===== config.mk =====
export PLATFORM = sky130hd
export DESIGN_NAME = dpa_top
export DESIGN_NICKNAME = d
export VERILOG_FILES = /design/src/verilog/dpa_pkg.sv /design/src/verilog/dpa_lane_if.sv /design/src/verilog/sel_capture.sv /design/src/verilog/dpa_lut_lane.sv /design/src/verilog/partial_sum_tree.sv /design/src/verilog/dpa_top.sv
export SDC_FILE = /design/constraint.sdc
export NUM_CORES = 1
export LEC_CHECK = 0
export ABC_AREA = 1
export BUFFER_PORTS_ARGS = -buffer_cell sky130_fd_sc_hd__buf_4
export CORE_ASPECT_RATIO = 0.8
export CORE_UTILIZATION = 60
export DETAILED_ROUTE_END_ITERATION = 7
export PLACE_DENSITY_LB_ADDON = 0.08
export SETUP_SLACK_MARGIN = 0.1
export SLEW_MARGIN = 15
export SYNTH_ARGS = -nofsm -noshare
export SYNTH_HDL_FRONTEND = slang
export SYNTH_SLANG_ARGS = --single-unit

===== constraint.sdc =====
create_clock -name clk -period 4 [get_ports clk]
set_input_delay 0 -clock clk [delete_from_list [all_inputs] [get_ports clk]]
set_output_delay 0 -clock clk [all_outputs]
set_load 0.1 [all_outputs]

===== src/verilog/dpa_pkg.sv =====
package dpa_pkg;

    localparam int N_INT  = 8;
    localparam int N_MANT = 7;
    localparam int N_TOT  = N_INT + N_MANT;  // width less the sign bit

    typedef logic signed [N_TOT:0] fix_t;  // Q8.7

    localparam int N_TAPS      = 16;
    localparam int LUT_BITS    = 4;
    localparam int N_LANES     = N_TAPS / LUT_BITS;
    localparam int TREE_STAGES = 2;

    typedef logic [N_TAPS-1:0]   sel_t;
    typedef logic [LUT_BITS-1:0] lane_sel_t;

    // every magnitude stays below 2**11 so the full sum fits in Q8.7
    localparam fix_t WEIGHTS [N_TAPS] = '{
         16'sd192,  -16'sd320,   16'sd96,    16'sd1000,
        -16'sd1500,  16'sd640,   16'sd45,   -16'sd77,
         16'sd1280, -16'sd256,   16'sd512,  -16'sd1024,
         16'sd300,   16'sd2000, -16'sd1999,  16'sd7
    };

    typedef enum logic [1:0] {
        CAP_IDLE,  // waiting for req
        CAP_ACK,   // word taken, ack held high
        CAP_DROP   // req gone, ack dropped
    } cap_state_e;

endpackage


===== src/verilog/dpa_lane_if.sv =====
interface dpa_lane_if;

    logic               load;           // one-cycle capture pulse
    dpa_pkg::lane_sel_t sel_slice;      // 4-bit slice for this lane
    dpa_pkg::fix_t      partial;        // looked-up partial sum
    logic               partial_valid;

    modport feed (
        output load,
        output sel_slice
    );

    modport lane (
        input  load,
        input  sel_slice,
        output partial,
        output partial_valid
    );

    modport drain (
        input partial,
        input partial_valid
    );

endinterface


===== src/verilog/sel_capture.sv =====
module sel_capture (
    input  logic          clk,
    input  logic          rst,
    input  logic          req,
    input  dpa_pkg::sel_t sel,
    output logic          ack,
    dpa_lane_if.feed      lanes [dpa_pkg::N_LANES]
);

    dpa_pkg::cap_state_e state;
    dpa_pkg::cap_state_e state_nxt;
    dpa_pkg::sel_t       sel_q;
    logic                load;
    logic                accept;

    assign accept = (state == dpa_pkg::CAP_IDLE) && req;

    always_comb begin
        state_nxt = state;
        case (state)
            dpa_pkg::CAP_IDLE: begin
                if (req) begin
                    state_nxt = dpa_pkg::CAP_ACK;
                end
            end
            dpa_pkg::CAP_ACK: begin
                if (!req) begin  // held req gives no second capture
                    state_nxt = dpa_pkg::CAP_DROP;
                end
            end
            dpa_pkg::CAP_DROP: begin
                state_nxt = dpa_pkg::CAP_IDLE;  // one idle gap before next word
            end
            default: begin
                state_nxt = dpa_pkg::CAP_IDLE;
            end
        endcase
    end

    always_ff @(posedge clk) begin
        if (rst) begin
            state <= dpa_pkg::CAP_IDLE;
            load  <= 1'b0;
        end else begin
            state <= state_nxt;
            load  <= accept;
        end
    end

    always_ff @(posedge clk) begin
        if (accept) begin
            sel_q <= sel;
        end
    end

    assign ack = (state == dpa_pkg::CAP_ACK);

    // bit slice i of the word goes to lane i
    for (genvar i = 0; i < dpa_pkg::N_LANES; i++) begin : g_feed
        assign lanes[i].load      = load;
        assign lanes[i].sel_slice = sel_q[i*dpa_pkg::LUT_BITS +: dpa_pkg::LUT_BITS];
    end

    a_load_on_ack_rise : assert property (
        @(posedge clk) disable iff (rst)
        load == $rose(ack)
    ) else $error("load pulse not aligned with rising ack");

    a_no_rise_from_drop : assert property (
        @(posedge clk) disable iff (rst)
        $rose(ack) |-> ($past(state) != dpa_pkg::CAP_DROP) && $past(req)
    ) else $error("ack rose while in CAP_DROP");

endmodule


===== src/verilog/dpa_lut_lane.sv =====
module dpa_lut_lane #(
    parameter int LANE = 0
) (
    input  logic     clk,
    input  logic     rst,
    dpa_lane_if.lane bus
);

    localparam int LUT_DEPTH = 2 ** dpa_pkg::LUT_BITS;

    typedef dpa_pkg::fix_t lut_t [LUT_DEPTH];

    if (LANE >= dpa_pkg::N_LANES) begin : g_bad_lane
        $error("lane index out of range");
    end

    // entry k adds weight j where bit j of k is set and subtracts it otherwise
    function automatic lut_t build_lut();
        lut_t          tbl;
        dpa_pkg::fix_t acc;
        dpa_pkg::fix_t w;
        for (int k = 0; k < LUT_DEPTH; k++) begin
            acc = '0;
            for (int j = 0; j < dpa_pkg::LUT_BITS; j++) begin
                w = dpa_pkg::WEIGHTS[LANE*dpa_pkg::LUT_BITS + j];
                if (k[j]) begin
                    acc = acc + w;
                end else begin
                    acc = acc - w;
                end
            end
            tbl[k] = acc;
        end
        return tbl;
    endfunction

    localparam lut_t LUT = build_lut();

    always_ff @(posedge clk) begin
        if (rst) begin
            bus.partial_valid <= 1'b0;
        end else begin
            bus.partial_valid <= bus.load;
        end
    end

    always_ff @(posedge clk) begin
        if (bus.load) begin
            bus.partial <= LUT[bus.sel_slice];  // held until next load
        end
    end

    // also catches a front end that repeats load on consecutive cycles
    a_valid_follows_load : assert property (
        @(posedge clk) disable iff (rst)
        bus.load |=> bus.partial_valid ##1 !bus.partial_valid
    ) else $error("partial_valid does not follow load by one cycle");

endmodule


===== src/verilog/partial_sum_tree.sv =====
module partial_sum_tree (
    input  logic          clk,
    input  logic          rst,
    dpa_lane_if.drain     lanes [dpa_pkg::N_LANES],
    output dpa_pkg::fix_t result,
    output logic          result_valid
);

    dpa_pkg::fix_t                    lvl1_lo;
    dpa_pkg::fix_t                    lvl1_hi;
    logic [dpa_pkg::TREE_STAGES-1:0] vld_sr;

    // first level, lanes 0+1 and 2+3
    always_ff @(posedge clk) begin
        if (lanes[0].partial_valid) begin
            lvl1_lo <= lanes[0].partial + lanes[1].partial;
            lvl1_hi <= lanes[2].partial + lanes[3].partial;
        end
    end

    // second level
    always_ff @(posedge clk) begin
        if (vld_sr[0]) begin
            result <= lvl1_lo + lvl1_hi;  // weights keep this in range
        end
    end

    always_ff @(posedge clk) begin
        if (rst) begin
            vld_sr <= '0;
        end else begin
            vld_sr <= {vld_sr[dpa_pkg::TREE_STAGES-2:0], lanes[0].partial_valid};
        end
    end

    assign result_valid = vld_sr[dpa_pkg::TREE_STAGES-1];

    // lane 0 paces the tree, so the others must line up with it
    for (genvar i = 1; i < dpa_pkg::N_LANES; i++) begin : g_align
        a_lanes_aligned : assert property (
            @(posedge clk) disable iff (rst)
            lanes[i].partial_valid == lanes[0].partial_valid
        ) else $error("lane %0d out of step with lane 0", i);
    end

endmodule


===== src/verilog/dpa_top.sv =====
module dpa_top (
    input  logic          clk,
    input  logic          rst,
    input  logic          req,
    input  dpa_pkg::sel_t sel,
    output logic          ack,
    output dpa_pkg::fix_t result,
    output logic          result_valid
);

    dpa_lane_if lane_bus [dpa_pkg::N_LANES] ();

    sel_capture i_capture (
        .clk   (clk),
        .rst   (rst),
        .req   (req),
        .sel   (sel),
        .ack   (ack),
        .lanes (lane_bus)
    );

    for (genvar i = 0; i < dpa_pkg::N_LANES; i++) begin : g_lane
        dpa_lut_lane #(
            .LANE (i)
        ) i_lane (
            .clk (clk),
            .rst (rst),
            .bus (lane_bus[i])
        );
    end

    partial_sum_tree i_tree (
        .clk          (clk),
        .rst          (rst),
        .lanes        (lane_bus),
        .result       (result),
        .result_valid (result_valid)
    );

endmodule


==> results.sh, run 1 <==
export IMPL_synth_area_leaders="edfxtp_1, ha_1, nand2_1"
export IMPL_netlist_area_leader_share=0.553
export IMPL_area_growth_pct=15.9
export IMPL_dr_pass1_iters=4
export IMPL_hold_violations=0
export IMPL_tightest_slew_ps=705
export IMPL_routed_top_layer="met4"
export IMPL_synth_seq_area_share=0.577
export IMPL_cts_hold_buf=19
export IMPL_io_buffer_count=35
export IMPL_wl_mm=7.76
export IMPL_setup_viol_count_final=0
export IMPL_h_tree_depth=3
export IMPL_ys_warn_count=0
export IMPL_coreArea_mm2=0.00798
export IMPL_syn_area_mm2=0.00499
export IMPL_die_area_mm2=0.00869
export IMPL_ys_types=31
export IMPL_outcome="finished clean"
export IMPL_die_w_um=104
export IMPL_synth_largest_area_cell="edfxtp_1"
export IMPL_ant_nets=0
export IMPL_grt_pass1_vias=3004
export IMPL_fin_util=0.725
export IMPL_layout_cells_non_filler=640
export IMPL_synth_edf_count=92
export IMPL_cp_start_kind="register"
export IMPL_clk_latency_ps=360
export IMPL_cts_tree="yes"
export IMPL_leakage_nw=2.53
export IMPL_setup_tns_ps=0
export IMPL_grt_max_degree=33
export IMPL_slew_headroom=0.528
export IMPL_r2r_worst_path_cells=7
export IMPL_drv_slew=0
export IMPL_grt_use_total=0.192
export IMPL_gp_congestion=0.894
export IMPL_clock_skew_final_ps=14.6
export IMPL_m1WireLength_mm=3.70
export IMPL_root_buffer="clkbuf_8"
export IMPL_wl_met3_um=230
export IMPL_hp_class="in -> reg"
export IMPL_wl_per_cell_um=12.1
export IMPL_clkSlewWorstSetupHoldPaths_ps=90
export IMPL_placedCellCount=605
export IMPL_syn_avg_cell_area_um2=10.8
export IMPL_postCtsSetupRepairBufs=0
export IMPL_antenna_found_initial=0
export IMPL_async_reset_ff_frac=0
export IMPL_final_area_mm2=0.00579
export IMPL_cp_slowest_stage_delay_ps=490
export IMPL_clock_path_buffers=2
export IMPL_finalCritPeriodShare=0.486
export IMPL_seq_area_mm2=0.00288
export IMPL_drive_above_1_share=0.130
export IMPL_grt_ovfl_total=0
export IMPL_synth_common_cells="nand2_1, edfxtp_1, inv_1"
export IMPL_maxCapViolations=0
export IMPL_crit_path_end="i_tree.lvl1_hi[13]"
export IMPL_placed_cell_area_mm2=0.00540
export IMPL_p_seq_frac=0.572
export IMPL_path_max_fanout=5
export IMPL_multi_input_area_mm2=0.00187
export IMPL_place_hpwl_mm=5.73
export IMPL_required_ps=4110
export IMPL_swShare=0.252
export IMPL_syn_nets=532
export IMPL_postSynthCellCount=462
export IMPL_final_nets=597
export IMPL_n_antenna_cell=0
export IMPL_startpoint="g_lane[3].i_lane.bus.partial[11]"
export IMPL_clock_fmax_ghz=0.515
export IMPL_via_per_inst=4.97
export IMPL_start_util=0.625
export IMPL_r2r_setup_slack_ps=2060
export IMPL_dr_total_vias=3181
export IMPL_arrival_ps=2050
export IMPL_die_h_um=83.6
export IMPL_power_density_mw_per_mm2=365
export IMPL_drtIter0Drc=160
export IMPL_cts_buffers=9
export IMPL_peakVddDrop_uv=269
export IMPL_ys_ff_latch=98
export IMPL_p_switching_mw=0.532
export IMPL_end_kind="register"
export IMPL_rsz0062_at_grt="no"
export IMPL_combPwrFrac=0.129
export IMPL_cts_repair_resized=0
export IMPL_nFillCells=547
export IMPL_drc=0
export IMPL_clkPwrFrac=0.299
export IMPL_dr_wl_met2_mm=3.76
export IMPL_cpMostUsedCell="nand2_1"
export IMPL_criticalPathCategory="reg -> reg"
export IMPL_intPower_mw=1.58
export IMPL_period_needed_ps=1940
export IMPL_total_power_mw=2.11
export IMPL_critical_path_slowest_cell="edfxtp_1"
export IMPL_rows=29
export IMPL_synth_most_common_cell="nand2_1"
export IMPL_rr_startpoint="g_lane[3].i_lane.bus.partial[11]"
export IMPL_io_pins=37
export IMPL_grt_pass1_wl_mm=13.0
export IMPL_path_cells="ha_1 > fa_1 > nand2_1 > inv_1 > o21ai_0 > nand2_1 > xor2_1"
export IMPL_cts_sinks=98
export IMPL_r2r_end="i_tree.lvl1_hi[13]"
export IMPL_synth_main_ff_cell="edfxtp_1"
state kept, by name (all words and copies together) (netlist names):
signal	flops
g_lane.i_lane.bus.partial	31
g_lane.i_lane.bus.partial_valid	1
i_capture.lanes.load	1
i_capture.sel_q	16
i_capture.state	2
i_tree.lvl1_hi	15
i_tree.lvl1_lo	15
i_tree.result	15
i_tree.vld_sr	2
critical path, delay by kind of cell, from the launching register on:
kind / cells / cell delay, ps
flops: 1 / 490
compound gates: 1 / 210
fa+ha+maj: 2 / 640
xor+xnor: 1 / 150
buf+inv: 1 / 50
simple gates: 2 / 160
layout by cell type, fill, tap and decap left out, types with 3 or more instances in the layout:
master / instances
a21oi_1: 19
buf_4: 37
clkbuf_8: 9
dfxtp_1: 6
dlygate4sd3_1: 19
edfxtp_1: 92
fa_1: 3
ha_1: 48
inv_1: 56
inv_2: 5
nand2_1: 113
nand2_2: 6
nand3_1: 18
nand4_1: 4
nor2_1: 32
nor3_1: 3
o21ai_0: 12
or2_1: 3
xnor2_1: 6
xor2_1: 15
power groups by stage:
| stage | registers (mW) | logic (mW) | clock network (mW) |
|---|---|---|---|
| floorplan | 1.25 | 0.172 | 0 |
| global placement | 1.23 | 0.251 | 0 |
| detailed placement | 1.23 | 0.257 | 0 |
| CTS | 1.21 | 0.273 | 0.643 |
| global route | 1.21 | 0.310 | 0.679 |
| finish | 1.21 | 0.273 | 0.631 |
layer usage:
layer,up-vias,global-route usage
li1,1677,-
met1,1438,0.237
met2,59,0.340
met3,7,0.0429
met4,0,0.0545
met5,-,0
through the flow:
step	setup slack (ps)	hold slack (ps)
after floorplan	2080	71.7
after global placement	2150	177
after detailed placement	2070	179
after CTS	2050	345
after global routing	1900	343
final	2060	350
worst min-delay path by stage:
stage | from | end | slack (ps) | depth (start not counted)
floorplan | rst | i_capture.lanes[0].load | 70 | 1
global placement | req | i_capture.state[1] | 180 | 2
detailed placement | sel[1] | i_capture.sel_q[1] | 180 | 1
CTS | sel[6] | i_capture.sel_q[6] | 340 | 2
global route | sel[2] | i_capture.sel_q[2] | 340 | 2
finish | sel[13] | i_capture.sel_q[13] | 350 | 2
logic make-up after synthesis:
group | after synthesis | share of synthesized area
compound gates | 40 | 0.0451
xor+xnor | 21 | 0.0368
fa+ha+maj | 51 | 0.132
buf+inv | 65 | 0.0504
flops | 98 | 0.577
other cells | 1 | 0.000751
simple gates | 186 | 0.157
cell type report:
class / instances / area share
clock buffer: 11 / 0.0227
clock inverter: 5 / 0.0108
inverter: 63 / 0.0409
multi-input combinational: 299 / 0.323
sequential: 98 / 0.498
tap: 108 / 0.0234
timing repair buffer: 56 / 0.0809
No activity file was read; power rests on OpenSTA's default activity.
==> run 2: changes to the inputs <==
- ABC_AREA: 1 -> 0
- CORE_UTILIZATION: 60 -> 54
- clock period: 4 -> 1.56 ns (I/O delays scaled with it)
==> results.sh, run 2 <==
export IMPL_ant_nets=0
export IMPL_largest_register_ffs=31
export IMPL_end_kind="register"
export IMPL_cts_buffers=9
export IMPL_path_max_fanout=3
export IMPL_final_nets=539
export IMPL_coreArea_mm2=0.00856
export IMPL_clk_latency_ps=350
export IMPL_postSynthCellCount=342
export IMPL_grt_pass1_vias=2972
export IMPL_drtIter0Drc=77
export IMPL_rr_startpoint="i_tree.lvl1_hi[1]"
export IMPL_start_util=0.559
export IMPL_holdWs_ps=352
export IMPL_fin_util=0.746
export IMPL_syn_nets=412
export IMPL_synth_most_common_cell="edfxtp_1"
export IMPL_synth_seq_area_share=0.602
export IMPL_syn_avg_cell_area_um2=14.0
export IMPL_grt_max_degree=33
export IMPL_cts_sinks=98
export IMPL_grt_use_total=0.190
export IMPL_finalCritPeriodShare=1.27
export IMPL_synth_area_leaders="edfxtp_1, ha_1, xor2_1"
export IMPL_ys_ff_latch=98
export IMPL_io_buffer_count=35
export IMPL_period_needed_ps=1990
export IMPL_h_tree_depth=3
export IMPL_grt_ovfl_total=0
export IMPL_cts_tree="yes"
export IMPL_final_cell_mix="edfxtp_1, buf_4, ha_1, inv_1, dlygate4sd3_1"
export IMPL_leakage_nw=2.59
export IMPL_die_area_mm2=0.00925
export IMPL_ys_types=45
export IMPL_wl_per_cell_um=13.8
export IMPL_die_w_um=107
export IMPL_min_delay_start="sel[5]"
export IMPL_wl_mm=8.09
export IMPL_dr_total_vias=2982
export IMPL_outcome="finished, violations left"
export IMPL_setup_viol_count_final=24
export IMPL_io_pins=37
export IMPL_clock_skew_final_ps=12.7
export IMPL_rows=30
export IMPL_area_growth_pct=33.3
export IMPL_die_h_um=86.2
export IMPL_gp_congestion=0.811
export IMPL_root_buffer="clkbuf_8"
export IMPL_criticalPathCategory="reg -> reg"
export IMPL_antenna_found_initial=0
export IMPL_rsz0062_at_grt="yes"
export IMPL_required_ps=1670
export IMPL_clock_fmax_ghz=0.503
export IMPL_clkSlewWorstSetupHoldPaths_ps=90
export IMPL_grt_pass1_wl_mm=13.3
export IMPL_dr_pass1_iters=4
export IMPL_synth_edf_count=92
export IMPL_peakVddDrop_uv=576
export IMPL_hp_class="in -> reg"
export IMPL_drive_above_1_share=0.342
export IMPL_n_antenna_cell=0
export IMPL_drc=0
export IMPL_clock_path_buffers=2
export IMPL_setup_ws_ps=-429
export IMPL_synth_common_cells="edfxtp_1, ha_1, a21oi_1, inv_1, xor2_1"
export IMPL_cp_start_kind="register"
export IMPL_syn_area_mm2=0.00479
export IMPL_hold_violations=0
export IMPL_startpoint="i_tree.lvl1_hi[1]"
export IMPL_place_hpwl_mm=5.62
export IMPL_final_common_cell="edfxtp_1"
export IMPL_maxCapViolations=0
export IMPL_power_density_mw_per_mm2=913
export IMPL_netlist_area_leader_share=0.577
export IMPL_nFillCells=563
export IMPL_top_regs="g_lane.i_lane.bus.partial (31), i_capture.sel_q (16)"
export IMPL_synth_main_ff_cell="edfxtp_1"
export IMPL_via_per_inst=5.09
export IMPL_async_reset_ff_frac=0
export IMPL_synth_largest_area_cell="edfxtp_1"
export IMPL_drv_slew=0
export IMPL_arrival_ps=2100
export IMPL_top_register="g_lane.i_lane.bus.partial"
export IMPL_violations="negative setup slack"
export IMPL_ys_warn_count=0
==> run 2: cell types whose count changed in the layout (fill, tap and decap cells not counted), moves of 9 or more <==
| cell | previous run | this run |
|---|---|---|
| buf_4 | 37 | 88 |
| nand2_1 | 113 | 14 |
| ha_1 | 48 | 38 |
| nand3_1 | 18 | 3 |
| ha_4 | 0 | 9 |
| inv_1 | 56 | 20 |
| nor2_1 | 32 | 8 |
| buf_6 | 0 | 12 |
==> run 2: layer usage <==
layer / wire (um) / vias up / track usage
met2: 4060 / 61 / 0.340
met5: 0 / - / 0
met4: 159 / 0 / 0.0585
met3: 281 / 15 / 0.0504
li1: - / 1520 / -
met1: 3590 / 1386 / 0.224
==> run 2: final timing paths <==
| kind | endpoint | slack, ps | cells past startpoint |
|---|---|---|---|
| min | i_capture.sel_q[5] | 350 | 2 |
| max | i_tree.result[13] | -430 | 7 |
| max reg2reg | i_tree.result[13] | -430 | 7 |
| min reg2reg | i_tree.lvl1_hi[4] | 420 | 0 |
==> run 2: logic make-up (layout without fill, tap and decap cells) <==
kind of cell | Yosys count | count (layout) | share of synthesized area
muxes | 7 | 7 | 0.0146
xor gates and xnor gates | 29 | 29 | 0.0531
buffers and inverters | 26 | 158 | 0.0214
and+or+nand+nor | 53 | 53 | 0.0580
AOI/OAI and AO/OA | 77 | 77 | 0.112
DFF | 98 | 98 | 0.602
adders and majority gates | 51 | 51 | 0.138
other | 1 | 1 | 0.000783
==> run 2: final cells by class <==
class	count	area [um2]	area share
Multi-Input combinational cell	218	2060	0.323
Clock buffer	10	138	0.0216
Clock inverter	6	90.1	0.0141
Sequential cell	98	2880	0.452
Tap cell	112	140	0.0220
Inverter	23	86.3	0.0135
Timing Repair Buffer	119	986	0.154
==> run 2: where the power goes <==
group | leakage, nW | switching (mW) | internal (mW)
sequential | 0.899 | 0.0684 | 3.03
combinational | 1.57 | 0.468 | 0.462
clock | 0.112 | 0.847 | 0.949
total | 2.59 | 1.38 | 4.44
==> run 2: critical path, cell delays in order (launching register included) <==
cell      delay (ps)
edfxtp_1         380
ha_2             200
fa_2             350
a21oi_2          150
o211ai_1         160
a31oi_2          240
o21ai_1          100
xor2_1           150
==> run 2: repair_timing <==
action,CTS,global route
resized for setup,27,14
pin swaps,24,18
endpoints found under the setup margin,28,33
setup buffers,11,10
endpoints found under the hold margin,22,0
hold buffers,19,0
gates cloned,0,0
==> run 2: stage by stage <==
stage | TNS (ps) | total power [mW] | instances | cell area [um2] | setup slack [ps]
global route | -7960 | 6.05 | 586 | 6380 | -529
global placement | -4650 | 3.92 | 535 | 5650 | -512
floorplan | -3010 | 3.68 | 342 | 4890 | -359
CTS | -5630 | 5.83 | 581 | 6290 | -445
finish | -5750 | 5.83 | 586 | 6380 | -429
detailed placement | -5280 | 3.94 | 535 | 5650 | -573
